### src/ctrl_bus_pkg.sv
/*
 * Bus-level types and the address map shared by the fabric, its slaves and the
 * testbench. Modules pull it in with a wildcard import in their header.
 */

package ctrl_bus_pkg;

   // Bus widths
   typedef logic [31:0] wb_data_t;
   typedef logic [15:0] wb_addr_t;

   // Upper address bits used for slave selection
   localparam int DECODE_W = 8;

   // Settings window, 8K..12K
   localparam logic [DECODE_W-1:0] SETTINGS_BASE = 8'h20;
   localparam logic [DECODE_W-1:0] SETTINGS_MASK = 8'hF0;

   // Readback words, a single 256 byte page
   localparam logic [DECODE_W-1:0] READBACK_BASE = 8'h33;
   localparam logic [DECODE_W-1:0] READBACK_MASK = 8'hFF;

   // Master to slave, held stable until ack or err
   typedef struct packed {
      logic     stb;
      logic     we;
      wb_addr_t adr;
      wb_data_t dat;
   } wb_req_t;

   // Slave to master, one cycle wide
   typedef struct packed {
      logic     ack;
      logic     err;
      wb_data_t dat;
   } wb_rsp_t;

endpackage

### src/ctrl_regs_pkg.sv
/*
 * Settings-bus types, setting register map and readback word indices.
 * Shared by the register bank, the timer, the readback slave and the testbench.
 */

package ctrl_regs_pkg;

   import ctrl_bus_pkg::*;

   typedef logic [7:0] set_addr_t;
   typedef logic [7:0] led_t;

   // One-cycle strobed word from the settings bus
   typedef struct packed {
      logic      stb;
      set_addr_t addr;
      wb_data_t  data;
   } set_bus_t;

   // Board control lines, MSB first in setting register bit order
   typedef struct packed {
      logic       clock_ready;
      logic [1:0] clk_en;
      logic [1:0] clk_sel;
      logic       ser_enable;
      logic       ser_prbsen;
      logic       ser_loopen;
      logic       ser_rx_en;
      logic       adc_oe_a;
      logic       adc_on_a;
      logic       adc_oe_b;
      logic       adc_on_b;
      logic       phy_reset;
   } ctrl_outs_t;

   // Setting register addresses
   localparam set_addr_t SR_CLK      = 8'd0;
   localparam set_addr_t SR_SER      = 8'd1;
   localparam set_addr_t SR_ADC      = 8'd2;
   localparam set_addr_t SR_LED      = 8'd3;
   localparam set_addr_t SR_PHY      = 8'd4;
   localparam set_addr_t SR_LED_SRC  = 8'd8;
   localparam set_addr_t SR_SIMTIMER = 8'd198;  // uses 2 regs

   // Readback word indices
   localparam int unsigned RB_CONFIG = 9;
   localparam int unsigned RB_IRQ    = 13;
   localparam int unsigned RB_CYCLES = 15;

endpackage

### src/wb_decoder.sv
/*
 * Single-master address decoder. Steers strobes to the settings or readback slave,
 * merges their responses and answers unmapped accesses with err.
 */
`timescale 1ns/1ps

module wb_decoder import ctrl_bus_pkg::*; (
   input  logic    dsp_clk,
   input  logic    wb_rst,
   input  wb_req_t m_req_i,
   output wb_rsp_t m_rsp_o,
   output wb_req_t set_req_o,
   input  wb_rsp_t set_rsp_i,
   output wb_req_t rb_req_o,
   input  wb_rsp_t rb_rsp_i
);

   logic [DECODE_W-1:0] dec_field;
   logic                set_hit;
   logic                rb_hit;
   logic                err_q;

   assign dec_field = m_req_i.adr[$bits(wb_addr_t)-1 -: DECODE_W];
   assign set_hit   = (dec_field & SETTINGS_MASK) == SETTINGS_BASE;
   assign rb_hit    = (dec_field & READBACK_MASK) == READBACK_BASE;

   // Only the selected slave sees the strobe
   always_comb begin
      set_req_o     = m_req_i;
      set_req_o.stb = m_req_i.stb & set_hit;
      rb_req_o      = m_req_i;
      rb_req_o.stb  = m_req_i.stb & rb_hit;
   end

   // Nobody home, answer with err one cycle later
   always_ff @(posedge dsp_clk) begin
      if (wb_rst) begin
         err_q <= 1'b0;
      end else begin
         err_q <= m_req_i.stb & ~set_hit & ~rb_hit & ~err_q;
      end
   end

   always_comb begin
      m_rsp_o.ack = set_rsp_i.ack | rb_rsp_i.ack;
      m_rsp_o.err = err_q | set_rsp_i.err | rb_rsp_i.err;
      if (rb_rsp_i.ack) begin
         m_rsp_o.dat = rb_rsp_i.dat;
      end else if (set_rsp_i.ack) begin
         m_rsp_o.dat = set_rsp_i.dat;
      end else begin
         m_rsp_o.dat = '0;
      end
   end

endmodule

### src/settings_bus.sv
/*
 * Turns bus writes in the settings window into one-cycle address/data strobes.
 * Reads are acked with zero data.
 */
`timescale 1ns/1ps

module settings_bus import ctrl_bus_pkg::*, ctrl_regs_pkg::*; (
   input  logic     dsp_clk,
   input  logic     wb_rst,
   input  wb_req_t  req_i,
   output wb_rsp_t  rsp_o,
   output set_bus_t set_o
);

   logic      new_req;
   logic      ack_q;
   logic      set_stb_q;
   set_addr_t set_addr_q;
   wb_data_t  set_data_q;

   // Strobe stays up through the ack cycle, so ignore it once acked
   assign new_req = req_i.stb & ~ack_q;

   always_ff @(posedge dsp_clk) begin
      if (wb_rst) begin
         ack_q     <= 1'b0;
         set_stb_q <= 1'b0;
      end else begin
         ack_q     <= new_req;
         set_stb_q <= new_req & req_i.we;
      end
   end

   // Word address from byte address
   always_ff @(posedge dsp_clk) begin
      if (new_req) begin
         set_addr_q <= req_i.adr[9:2];
         set_data_q <= req_i.dat;
      end
   end

   assign rsp_o.ack  = ack_q;
   assign rsp_o.err  = 1'b0;
   assign rsp_o.dat  = '0;
   assign set_o.stb  = set_stb_q;
   assign set_o.addr = set_addr_q;
   assign set_o.data = set_data_q;

endmodule

### src/setting_bank.sv
/*
 * Setting registers for clock generator, SERDES, ADC, PHY reset and LEDs.
 * Each loads on a settings strobe at its own address.
 */
`timescale 1ns/1ps

module setting_bank import ctrl_regs_pkg::*; (
   input  logic       dsp_clk,
   input  logic       wb_rst,
   input  set_bus_t   set_i,
   input  logic       clk_status_i,
   input  logic       link_up_i,
   output ctrl_outs_t ctrl_o,
   output led_t       leds_o
);

   logic [4:0] clk_q;
   logic [3:0] ser_q;
   logic [3:0] adc_q;
   logic       phy_q;
   led_t       led_sw_q;
   led_t       led_src_q;
   led_t       led_hw;

   //////////////////////////////
   // Register file

   always_ff @(posedge dsp_clk) begin
      if (wb_rst) begin
         clk_q     <= '0;
         ser_q     <= '0;
         adc_q     <= '0;
         phy_q     <= 1'b0;
         led_sw_q  <= '0;
         led_src_q <= '0;
      end else if (set_i.stb) begin
         case (set_i.addr)
            SR_CLK:     clk_q     <= set_i.data[4:0];
            SR_SER:     ser_q     <= set_i.data[3:0];
            SR_ADC:     adc_q     <= set_i.data[3:0];
            SR_LED:     led_sw_q  <= set_i.data[7:0];
            SR_PHY:     phy_q     <= set_i.data[0];
            SR_LED_SRC: led_src_q <= set_i.data[7:0];
            default:    ;
         endcase
      end
   end

   // Field order of ctrl_outs_t matches the register bits
   assign ctrl_o = {clk_q, ser_q, adc_q, phy_q};

   //////////////////////////////
   // LEDs

   // Hardware sources, upper LEDs have none
   assign led_hw = {6'b0, clk_status_i, link_up_i};

   // Source bit set means hardware drives the LED
   assign leds_o = (led_src_q & led_hw) | (~led_src_q & led_sw_q);

endmodule

### src/simple_timer.sv
/*
 * One-shot and periodic interrupt timers loaded over the settings bus.
 * BASE sets the one-shot count, BASE+1 the period; zero stops either.
 */
`timescale 1ns/1ps

module simple_timer import ctrl_regs_pkg::*; #(
   parameter int unsigned BASE  = 0,
   parameter int unsigned CNT_W = 32
) (
   input  logic     dsp_clk,
   input  logic     wb_rst,
   input  set_bus_t set_i,
   output logic     onetime_int_o,
   output logic     periodic_int_o
);

   logic [CNT_W-1:0] set_val;
   logic             onetime_wr;
   logic             period_wr;
   logic [CNT_W-1:0] onetime_cnt;
   logic [CNT_W-1:0] period_q;
   logic [CNT_W-1:0] periodic_cnt;

   assign set_val    = set_i.data[CNT_W-1:0];
   assign onetime_wr = set_i.stb && (set_i.addr == set_addr_t'(BASE));
   assign period_wr  = set_i.stb && (set_i.addr == set_addr_t'(BASE + 1));

   // One-shot, counts down to 1 then parks at 0
   always_ff @(posedge dsp_clk) begin
      if (wb_rst) begin
         onetime_cnt <= '0;
      end else if (onetime_wr) begin
         onetime_cnt <= set_val;
      end else if (onetime_cnt != '0) begin
         onetime_cnt <= onetime_cnt - 1'b1;
      end
   end

   // Periodic, reloads from the held period on each tick
   always_ff @(posedge dsp_clk) begin
      if (wb_rst) begin
         period_q     <= '0;
         periodic_cnt <= '0;
      end else if (period_wr) begin
         period_q     <= set_val;
         periodic_cnt <= set_val;
      end else if (periodic_cnt == CNT_W'(1)) begin
         periodic_cnt <= period_q;
      end else if (periodic_cnt != '0) begin
         periodic_cnt <= periodic_cnt - 1'b1;
      end
   end

   // Count of 1 lands N cycles after the load strobe
   assign onetime_int_o  = (onetime_cnt == CNT_W'(1));
   assign periodic_int_o = (periodic_cnt == CNT_W'(1));

endmodule

### src/readback_mux.sv
/*
 * Readback slave returning the config, irq and cycle-count words.
 * Writes are acked and dropped.
 */
`timescale 1ns/1ps

module readback_mux import ctrl_bus_pkg::*, ctrl_regs_pkg::*; (
   input  logic     dsp_clk,
   input  logic     wb_rst,
   input  wb_req_t  req_i,
   output wb_rsp_t  rsp_o,
   input  wb_data_t config_word_i,
   input  wb_data_t irq_word_i
);

   logic [3:0] rb_idx;
   logic       new_req;
   logic       ack_q;
   wb_data_t   cycle_cnt;
   wb_data_t   rd_word;
   wb_data_t   dat_q;

   assign rb_idx  = req_i.adr[5:2];
   assign new_req = req_i.stb & ~ack_q;

   // Free-running since reset
   always_ff @(posedge dsp_clk) begin
      if (wb_rst) begin
         cycle_cnt <= '0;
         ack_q     <= 1'b0;
      end else begin
         cycle_cnt <= cycle_cnt + 32'd1;
         ack_q     <= new_req;
      end
   end

   always_comb begin
      case (rb_idx)
         4'(RB_CONFIG): rd_word = config_word_i;
         4'(RB_IRQ):    rd_word = irq_word_i;
         4'(RB_CYCLES): rd_word = cycle_cnt;
         default:       rd_word = '0;
      endcase
   end

   // Captured on the edge that raises ack
   always_ff @(posedge dsp_clk) begin
      if (new_req) begin
         dat_q <= rd_word;
      end
   end

   assign rsp_o.ack = ack_q;
   assign rsp_o.err = 1'b0;
   assign rsp_o.dat = dat_q;

endmodule

### src/ctrl_core.sv
/*
 * Control-plane top level. Bus fabric, settings bus, register bank, timer and
 * readback slave, wired to the board control pins.
 */
`timescale 1ns/1ps

module ctrl_core import ctrl_bus_pkg::*, ctrl_regs_pkg::*; (
   input  logic       dsp_clk,
   input  logic       wb_rst,
   input  wb_req_t    bus_req_i,
   output wb_rsp_t    bus_rsp_o,
   input  logic       sim_mode_i,
   input  logic [3:0] clock_divider_i,
   input  logic       button_i,
   input  logic       clk_status_i,
   input  logic       link_up_i,
   input  logic       phy_int_n_i,
   output ctrl_outs_t ctrl_o,
   output logic       phy_reset_n_o,
   output led_t       leds_o,
   output logic       onetime_int_o,
   output logic       periodic_int_o
);

   localparam int unsigned TIMER_W = 32;

   wb_req_t  set_req;
   wb_rsp_t  set_rsp;
   wb_req_t  rb_req;
   wb_rsp_t  rb_rsp;
   set_bus_t set_bus;
   wb_data_t config_word;
   wb_data_t irq_word;

   //////////////////////////////
   // Fabric and settings

   wb_decoder wb_decoder_inst (
      .dsp_clk, .wb_rst,
      .m_req_i(bus_req_i), .m_rsp_o(bus_rsp_o),
      .set_req_o(set_req), .set_rsp_i(set_rsp),
      .rb_req_o(rb_req), .rb_rsp_i(rb_rsp));

   settings_bus settings_bus_inst (
      .dsp_clk, .wb_rst, .req_i(set_req), .rsp_o(set_rsp), .set_o(set_bus));

   setting_bank setting_bank_inst (
      .dsp_clk, .wb_rst, .set_i(set_bus),
      .clk_status_i, .link_up_i, .ctrl_o, .leds_o);

   // PHY reset pin is active low
   assign phy_reset_n_o = ~ctrl_o.phy_reset;

   simple_timer #(.BASE(SR_SIMTIMER), .CNT_W(TIMER_W)) simple_timer_inst (
      .dsp_clk, .wb_rst, .set_i(set_bus), .onetime_int_o, .periodic_int_o);

   //////////////////////////////
   // Readback

   assign config_word = {sim_mode_i, 27'b0, clock_divider_i};
   assign irq_word    = {18'b0, button_i, periodic_int_o, clk_status_i, link_up_i,
                         5'b0, phy_int_n_i, 4'b0};

   readback_mux readback_mux_inst (
      .dsp_clk, .wb_rst, .req_i(rb_req), .rsp_o(rb_rsp),
      .config_word_i(config_word), .irq_word_i(irq_word));

endmodule

### config.mk
export PLATFORM = sky130hd
export DESIGN_NAME = ctrl_core
export DESIGN_NICKNAME = d
export VERILOG_FILES = /design/src/ctrl_bus_pkg.sv /design/src/ctrl_regs_pkg.sv /design/src/wb_decoder.sv /design/src/settings_bus.sv /design/src/setting_bank.sv /design/src/simple_timer.sv /design/src/readback_mux.sv /design/src/ctrl_core.sv
export SDC_FILE = /design/constraint.sdc
export NUM_CORES = 1
export LEC_CHECK = 0
export ABC_AREA = 1
export BUFFER_PORTS_ARGS = -buffer_cell sky130_fd_sc_hd__buf_2
export CAP_MARGIN = 20
export CORE_MARGIN = 3
export CORE_UTILIZATION = 24
export CTS_CLUSTER_DIAMETER = 30
export DETAILED_ROUTE_END_ITERATION = 8
export HOLD_SLACK_MARGIN = 0.1
export PLACE_DENSITY = 0.41
export SLEW_MARGIN = 10
export SYNTH_ARGS = -nofsm -noshare
export SYNTH_HDL_FRONTEND = slang
export SYNTH_HIERARCHICAL = 1
export SYNTH_SLANG_ARGS = --single-unit
### constraint.sdc
create_clock -name dsp_clk -period 3.5 [get_ports dsp_clk]
set_input_delay 0.175 -clock dsp_clk [delete_from_list [all_inputs] [get_ports dsp_clk]]
set_output_delay 0.175 -clock dsp_clk [all_outputs]
set_load 0.05 [all_outputs]
## Word-level counts from Yosys, hierarchy flattened

Index checks and enable logic that the tools add are counted.

| operators by class | value |
|---|---|
| $add $sub $neg | 3 |
| mux-type cells | 7 |
| reductions and logical operators | 13 |
| equality and inequality tests | 14 |
| bitwise logic cells | 19 |

Operators by type and width:

| operator | count |
|---|---|
| 2-to-1 mux 32 bit | 6 |
| one-hot mux 32 bit (3 select lines) | 1 |
| equality test 32 x 1 -> 1 bit, second input constant | 2 |
| nonzero test 32 bit | 2 |
| subtractor 32 x 1 -> 32 bit, second input constant | 2 |
| adder 32 x 1 -> 32 bit, second input constant | 1 |
| equality test 8 x 2 -> 1 bit, second input constant | 2 |
| equality test 8 bit, second input constant | 2 |
| equality test 4 bit, second input constant | 3 |
| AND reduction 2 bit | 6 |
| AND 1 bit | 8 |
| AND 8 x 2 -> 8 bit | 1 |
| AND 8 bit | 1 |
| equality test 8 x 1 -> 1 bit, second input constant | 1 |
| equality test 8 x 3 -> 1 bit, second input constant | 1 |
| equality test 8 x 4 -> 1 bit, second input constant | 1 |
| equality test 8 x 6 -> 1 bit, second input constant | 1 |
| zero test 8 bit | 1 |
| NOT 8 bit | 1 |
| OR 8 bit | 1 |
| NOT 1 bit | 6 |
| equality test 4 x 2 -> 1 bit, second input constant | 1 |
| nonzero test 3 bit | 1 |
| logical AND 1 bit | 2 |
| other kinds (2) | 2 |

| storage, ports and cells | value |
|---|---|
| word-level logic and storage cells | 73 |
| output and inout port bits | 59 |
| register bits after elaboration | 234 |
| input bits | 61 |

## Longest topological paths before layout

Gate-level depths: netlist of run 1.

| depth | value |
|---|---|
| word-level depth | 5 |
| gate-level depth with buffers | 12 |
| gate-level depth less buffers | 11 |

## Cells and area by module

Netlist of run 1, hierarchy kept.

Modules (own cells, without submodules):

| module | seq. area each (µm²) | area an instance (µm²) | cells an instance | instances |
|---|---|---|---|---|
| simple_timer | 1,921.8 | 5,960.7 | 994 | 1 |
| readback_mux | 1,621.6 | 3,268.1 | 437 | 1 |
| wb_decoder | 20.0 | 1,585.3 | 239 | 1 |
| settings_bus | 1,241.2 | 1,532.7 | 84 | 1 |
| setting_bank | 600.6 | 1,413.9 | 211 | 1 |
| ctrl_core | 0.0 | 7.5 | 2 | 1 |

## Worst setup path after synthesis of run 1

No wires, ideal clock.

| path | value |
|---|---|
| path type | input-to-reg |
| start | input bus_req_i[47] (netlist bit) |
| end | register settings_bus_inst.set_addr_q[0], enable pin |
| buffers on the path | 0 |
| arrival time | 2,232 ps |
| setup slack | 831 ps |
| required time | 3,062 ps |
| library setup time | 438 ps |
| stages | 5 |
| cells stage by stage | nor2_1 > nand2_1 > nor2_1 > inv_1 > nor2_1 |

RTL lines:

| element | RTL line | RTL |
|---|---|---|
| start, declared | ctrl_core.sv:10 | `input wb_req_t bus_req_i,` |
| end signal, assigned | settings_bus.sv:37 | `set_addr_q <= req_i.adr[9:2];` |
| end, declared | settings_bus.sv:18 | `set_addr_t set_addr_q;` |

==> results.py, run 1 <==
metrics = {
    "outcome": {
        "status": "complete, no violations",
    },
    "grt": {
        "grt_util_met2_pct": 22.34,
        "gr-total-overflow": 0,
        "grt_util_all_layers_pct": 14.08,
        "gr-usage-met1_pct": 18.68,
        "grt_pass1_wl_um": 65900,
        "top_usage_layer": "met2",
        "grt_max_degree": 48,
        "grt_pass1_vias": 12060,
        "antenna_found_initial": 0,
        "met3_usage_pct": 3.475,
    },
    "timing": {
        "slew_headroom_pct": 40.45,
        "rsz0062_at_grt": "false",
        "fmax_mhz": 314.2,
        "tightestPinTransition_ns": 0.8922,
        "finalSetupTns_ns": 0,
        "timing.final.hold_violations": 0,
        "skew_ns": 0.03558,
        "fin_crit_ns": 3.182,
        "period_share_pct": 90.93,
        "slew_violations": 0,
        "final-setup-viol-count": 0,
    },
    "layout": {
        "n_antenna_cell": 0,
        "area.sequential_um2": 5406,
        "final_util_pct": 32.34,
        "drive_gt1_share_pct": 16.65,
        "synthToLayoutAreaGrowth_pct": 31.71,
        "nFillCells": 5894,
        "multiInputGateArea_um2": 6530,
        "final_nets": 2197,
        "final_cells": 2931,
    },
    "floorplan": {
        "start_util_pct": 24.55,
        "io_pins": 120,
        "die_area_um2": 58580,
        "die_w_um": 242.0,
        "core_um2": 54450,
        "fp.dieH_um": 242.0,
        "num_rows": 85,
    },
    "setup_path": {
        "crit_path_start_kind": "input port",
        "rr_worst_depth": 10,
        "cp_data_arrival_time_ns": 3.43,
        "critPathKind": "in2reg",
        "crit_path_frequent_cell": "dlygate4sd3_1",
        "crit_path_end_kind": "flip-flop",
        "crit_required_ns": 3.74,
        "r2r-start": "simple_timer_inst/periodic_cnt[12]$_SDFFE_PP0P_",
        "crit_fanout": 32,
        "r2r_slack_ns": 1.02,
        "crit_chain": "dlygate4sd3_1 > buf_2 > inv_1 > nand2_1 > dlygate4sd3_1 > nor2_1 > dlygate4sd3_1 > nand2_1 > dlygate4sd3_1 > nor2_1 > inv_1 > nor2_2 > buf_4",
        "r2r_end": "simple_timer_inst/periodic_cnt[29]$_SDFFE_PP0P_",
        "critPathSlowestCell": "dlygate4sd3_1",
        "crit_end": "readback_mux_inst/dat_q[26]$_DFFE_PP_",
        "crit_start": "bus_req_i[47]",
        "critical-path-max-stage-delay_ns": 0.57,
    },
    "flow_run": {
        "maxCapViolCount": 0,
    },
    "power": {
        "powerDensity_nw_per_um2": 754.3,
        "p_leak_uw": 0.007672,
        "ir_worst_vdd_uv": 311.1,
    },
    "clock_network": {
        "clkTransAtPathRegs_ns": 0.04,
        "cts_buffers": 78,
        "cts_setup_buffers": 0,
        "tritoncts": "yes",
        "clockBufferDepth": 3,
        "cts_root_buf": "clkbuf_16",
        "postCtsHoldBufs": 63,
        "clock_sinks": 234,
        "clkLatencyLatePin_ns": 0.61,
        "htree_levels": 3,
        "cts-resized-gates": 0,
    },
    "detailed_routing": {
        "vias_per_cell": 4.178,
        "wl_um": 41540,
        "drtIter0Drc": 692,
        "via_count": 12250,
        "drc": 0,
        "final_antenna_net_count": 0,
        "routedWlPerCell_um": 14.17,
        "drt_first_pass_iters": 5,
    },
    "synth": {
        "netlist_area_um2": 13370,
        "ys.warnings.count": 6,
        "netlist_instances": 1914,
        "avgSynthCellArea_um2": 6.986,
    },
    "placement": {
        "dpl.hpwl_um": 29390,
        "gp_congestion": 0.8299,
        "place_inst": 2725,
        "port_buffers": 117,
    },
    "worst_hold_path": {
        "hold_path_class": "in2reg",
    },
}
## layer usage
layer / up-vias / wire, µm
li1: 6336 / -
met3: 84 / 2003
met4: 0 / 1074
met1: 5572 / 19730
met2: 255 / 18730
met5: - / 0
## power breakdown
group | internal, µW | switching, µW | total [µW]
sequential | 3000 | 190 | 3190
clock | 4900 | 2080 | 6980
combinational | 1060 | 2050 | 3110
total | 8960 | 4320 | 13300
## stage by stage
| step | worst slack (ns) | hold slack [ns] | total power (µW) | instance area [µm²] |
|---|---|---|---|---|
| finish | 0.3176 | 0.2766 | 13280 | 17610 |
| floorplan | 0.8306 | 0.2473 | 5595 | 13690 |
| global placement | 1.045 | 0.3549 | 6260 | 14300 |
| global route | 0.1028 | 0.2446 | 14080 | 17610 |
| CTS | 0.3677 | 0.2272 | 13420 | 17610 |
| detailed placement | 1.025 | 0.3531 | 6263 | 14300 |
## placed cells by master, fill, tap and decap left out, types with 10 or more instances in the layout
master         instances
dlygate4sd3_1         63
buf_4                 13
nand3_1              158
conb_1                88
dfxtp_1              161
buf_2                117
or2_2                 10
nor3_1                14
a21oi_1               94
o21ai_0               27
nor2_1               339
clkbuf_16             79
a21oi_2               10
clkinv_2              17
xor2_1                14
inv_1                182
nor2_2                20
nand3_2               33
edfxtp_1              72
nand4_1               14
nor2_4                15
nand2_1              541
## worst max-delay path: cells and delay by family
family / cells / cell delay [ns]
buffers and inverters: 8 / 2.83
and+or+nand+nor: 5 / 0.39
## flip-flops by register name (all words and copies together) (netlist names), 5 cells and up
signal                          count
readback_mux_inst/cycle_cnt        32
readback_mux_inst/dat_q            32
setting_bank_inst/clk_q             5
setting_bank_inst/led_src_q         8
setting_bank_inst/led_sw_q          8
settings_bus_inst/set_addr_q        8
settings_bus_inst/set_data_q       32
simple_timer_inst/onetime_cnt      32
simple_timer_inst/period_q         32
simple_timer_inst/periodic_cnt     32
## how the worst min path moves through the flow
stage                              from                                    endpoint  slack (ns)  depth (start not counted)
after floorplan                  wb_rst      settings_bus_inst/set_stb_q$_SDFF_PP0_        0.25                          1
after global placement     bus_req_i[0]   settings_bus_inst/set_data_q[0]$_DFFE_PP_        0.35                          1
after detailed placement  bus_req_i[22]  settings_bus_inst/set_data_q[22]$_DFFE_PP_        0.35                          1
after CTS                  bus_req_i[0]   settings_bus_inst/set_data_q[0]$_DFFE_PP_        0.23                          2
after global routing      bus_req_i[38]   settings_bus_inst/set_addr_q[4]$_DFFE_PP_        0.24                          2
final                     bus_req_i[38]   settings_bus_inst/set_addr_q[4]$_DFFE_PP_        0.28                          2
## final cells by class
type	count	area share [%]
clock buffers	97	12.12
clock inverters	46	3.084
inverters	189	4.071
multi-input cells	1431	37.08
flip-flops and latches	234	30.70
well taps	739	5.251
repair buffers	195	7.688
No activity file was read; power rests on OpenSTA's default activity.
==> run 2, diff against run 1 <==
ABC_AREA = unset   (was 1)
MAX_ROUTING_LAYER = met4   (was unset)
TNS_END_PERCENT = 100   (was unset)
==> results.py, run 2 <==
metrics = {
    "layout": {
        "final_common_cell": "dfxtp_1",
        "drive_gt1_share_pct": 21.56,
        "final_cell_mix": "162 x dfxtp_1, 116 x buf_2, 96 x nand2_1",
        "synthToLayoutAreaGrowth_pct": 33.88,
        "n_antenna_cell": 0,
        "final_nets": 1518,
    },
    "timing": {
        "fin_crit_ns": 3.315,
        "slew_violations": 0,
        "rsz0062_at_grt": "false",
        "final-setup-viol-count": 0,
        "fmax_mhz": 301.7,
        "timing.final.hold_violations": 0,
        "tightestPinTransition_ns": 1.040,
        "finalSetupTns_ns": 0,
        "skew_ns": 0.02050,
        "period_share_pct": 94.71,
        "slew_headroom_pct": 30.68,
    },
    "setup_path": {
        "cp_data_arrival_time_ns": 3.14,
        "crit_path_start_kind": "flip-flop",
        "r2r_slack_ns": 0.63,
        "r2r_end": "simple_timer_inst/periodic_cnt[28]$_SDFFE_PP0P_",
        "rr_worst_depth": 6,
        "critPathKind": "reg2out",
        "critPathSlowestCell": "or4_4",
        "crit_fanout": 7,
        "critical-path-max-stage-delay_ns": 0.59,
        "crit_chain": "or4_4 > or4_1 > nor4_4 > buf_2",
        "crit_required_ns": 3.32,
        "crit_path_end_kind": "output pin",
        "r2r-start": "simple_timer_inst/periodic_cnt[10]$_SDFFE_PP0P_",
    },
    "flow_run": {
        "maxCapViolCount": 0,
    },
    "floorplan": {
        "die_w_um": 230.9,
        "num_rows": 81,
        "start_util_pct": 24.53,
        "core_um2": 49460,
        "fp.dieH_um": 230.9,
        "die_area_um2": 53290,
        "io_pins": 120,
    },
    "placement": {
        "dpl.hpwl_um": 24170,
        "gp_congestion": 0.7714,
        "port_buffers": 117,
    },
    "clock_network": {
        "tritoncts": "yes",
        "clkTransAtPathRegs_ns": 0.04,
        "clkLatencyLatePin_ns": 0.57,
        "clockBufferDepth": 3,
        "htree_levels": 3,
        "cts-resized-gates": 0,
        "cts_setup_buffers": 0,
        "cts_root_buf": "clkbuf_16",
        "cts_buffers": 75,
        "clock_sinks": 234,
    },
    "synth": {
        "netlist_area_um2": 12130,
        "ys.warnings.count": 6,
        "avgSynthCellArea_um2": 9.684,
        "netlist_instances": 1253,
    },
    "grt": {
        "grt_pass1_wl_um": 56080,
        "grt_max_degree": 70,
        "grt_util_all_layers_pct": 13.72,
        "antenna_found_initial": 0,
        "gr-total-overflow": 0,
        "grt_pass1_vias": 9612,
    },
    "detailed_routing": {
        "final_antenna_net_count": 0,
        "routedWlPerCell_um": 16.51,
        "vias_per_cell": 4.597,
        "drtIter0Drc": 668,
        "drt_first_pass_iters": 8,
        "drc": 0,
        "via_count": 10000,
        "wl_um": 35930,
    },
    "power": {
        "p_leak_uw": 0.006511,
        "total_power_uw": 12920,
        "ir_worst_vdd_uv": 483.6,
        "powerDensity_nw_per_um2": 795.3,
    },
    "worst_hold_path": {
        "whs_endpoint": "settings_bus_inst/set_data_q[20]$_DFFE_PP_",
        "hold_path_class": "in2reg",
        "whs_path_depth": 2,
        "hold_start": "bus_req_i[20]",
    },
    "outcome": {
        "status": "complete, no violations",
    },
}
## run 2: what timing repair did
item,in CTS,in global routing
hold buffers,56,0
hold endpoints to repair,67,0
setup endpoints to repair,0,0
## run 2: area by class of cell
class / count / area [µm²]
well taps: 664 / 830.8
clock inverters: 32 / 371.6
fillers: 5169 / 33210
multi-input cells: 897 / 5894
clock buffers: 107 / 2231
repair buffers: 199 / 1351
flip-flops and latches: 234 / 5405
inverters: 43 / 161.4
## run 2: layer usage
metal	up-vias	track usage, %	wire length (µm)
li1	4948	-	-
met1	4746	19.46	18240
met2	245	19.13	15250
met3	65	3.060	1742
met4	0	4.590	691
met5	-	-	0
## run 2: worst max-delay path by stage
stage / startpoint / end / slack [ns] / cells past startpoint
finish: simple_timer_inst/periodic_cnt[16]$_SDFFE_PP0P_ / periodic_int_o / 0.19 / 4
global route: simple_timer_inst/periodic_cnt[16]$_SDFFE_PP0P_ / periodic_int_o / 0.006 / 4
CTS: simple_timer_inst/periodic_cnt[16]$_SDFFE_PP0P_ / periodic_int_o / 0.1 / 4
detailed placement: simple_timer_inst/periodic_cnt[10]$_SDFFE_PP0P_ / simple_timer_inst/periodic_cnt[28]$_SDFFE_PP0P_ / 0.62 / 6
global placement: simple_timer_inst/periodic_cnt[10]$_SDFFE_PP0P_ / simple_timer_inst/periodic_cnt[24]$_SDFFE_PP0P_ / 0.67 / 6
floorplan: simple_timer_inst/onetime_cnt[6]$_SDFFE_PP0P_ / onetime_int_o / 0.73 / 5
## run 2: metrics by stage
stage | setup WS, ns | std cells | cell area [µm²] | hold slack, ns | util [%]
2_1_floorplan | 0.7284 | 1338 | 12450 | 0.2508 | -
3_3_place_gp | 0.6707 | 1980 | 13070 | 0.3508 | 26.42
3_5_place_dp | 0.6215 | 1981 | 13080 | 0.3535 | 26.45
4_1_cts | 0.09759 | 2176 | 16250 | 0.2731 | 32.85
5_1_grt | 0.006499 | 2176 | 16250 | 0.2936 | 32.85
6_report | 0.1850 | 2176 | 16250 | 0.3158 | 32.85
## run 2: worst max-delay path, delay by kind of cell (launching register included)
| family | cells | cell delay, ns |
|---|---|---|
| buffers and inverters | 1 | 0.43 |
| and+or+nand+nor | 3 | 1.77 |
| DFF | 1 | 0.35 |
## run 2: power breakdown
group          internal [µW]  switching [µW]  total (µW)  leakage (µW)
Sequential              3040             254        3290       0.00198
Combinational           1120            1740        2860       0.00323
Clock                   4890            1880        6770       0.00129
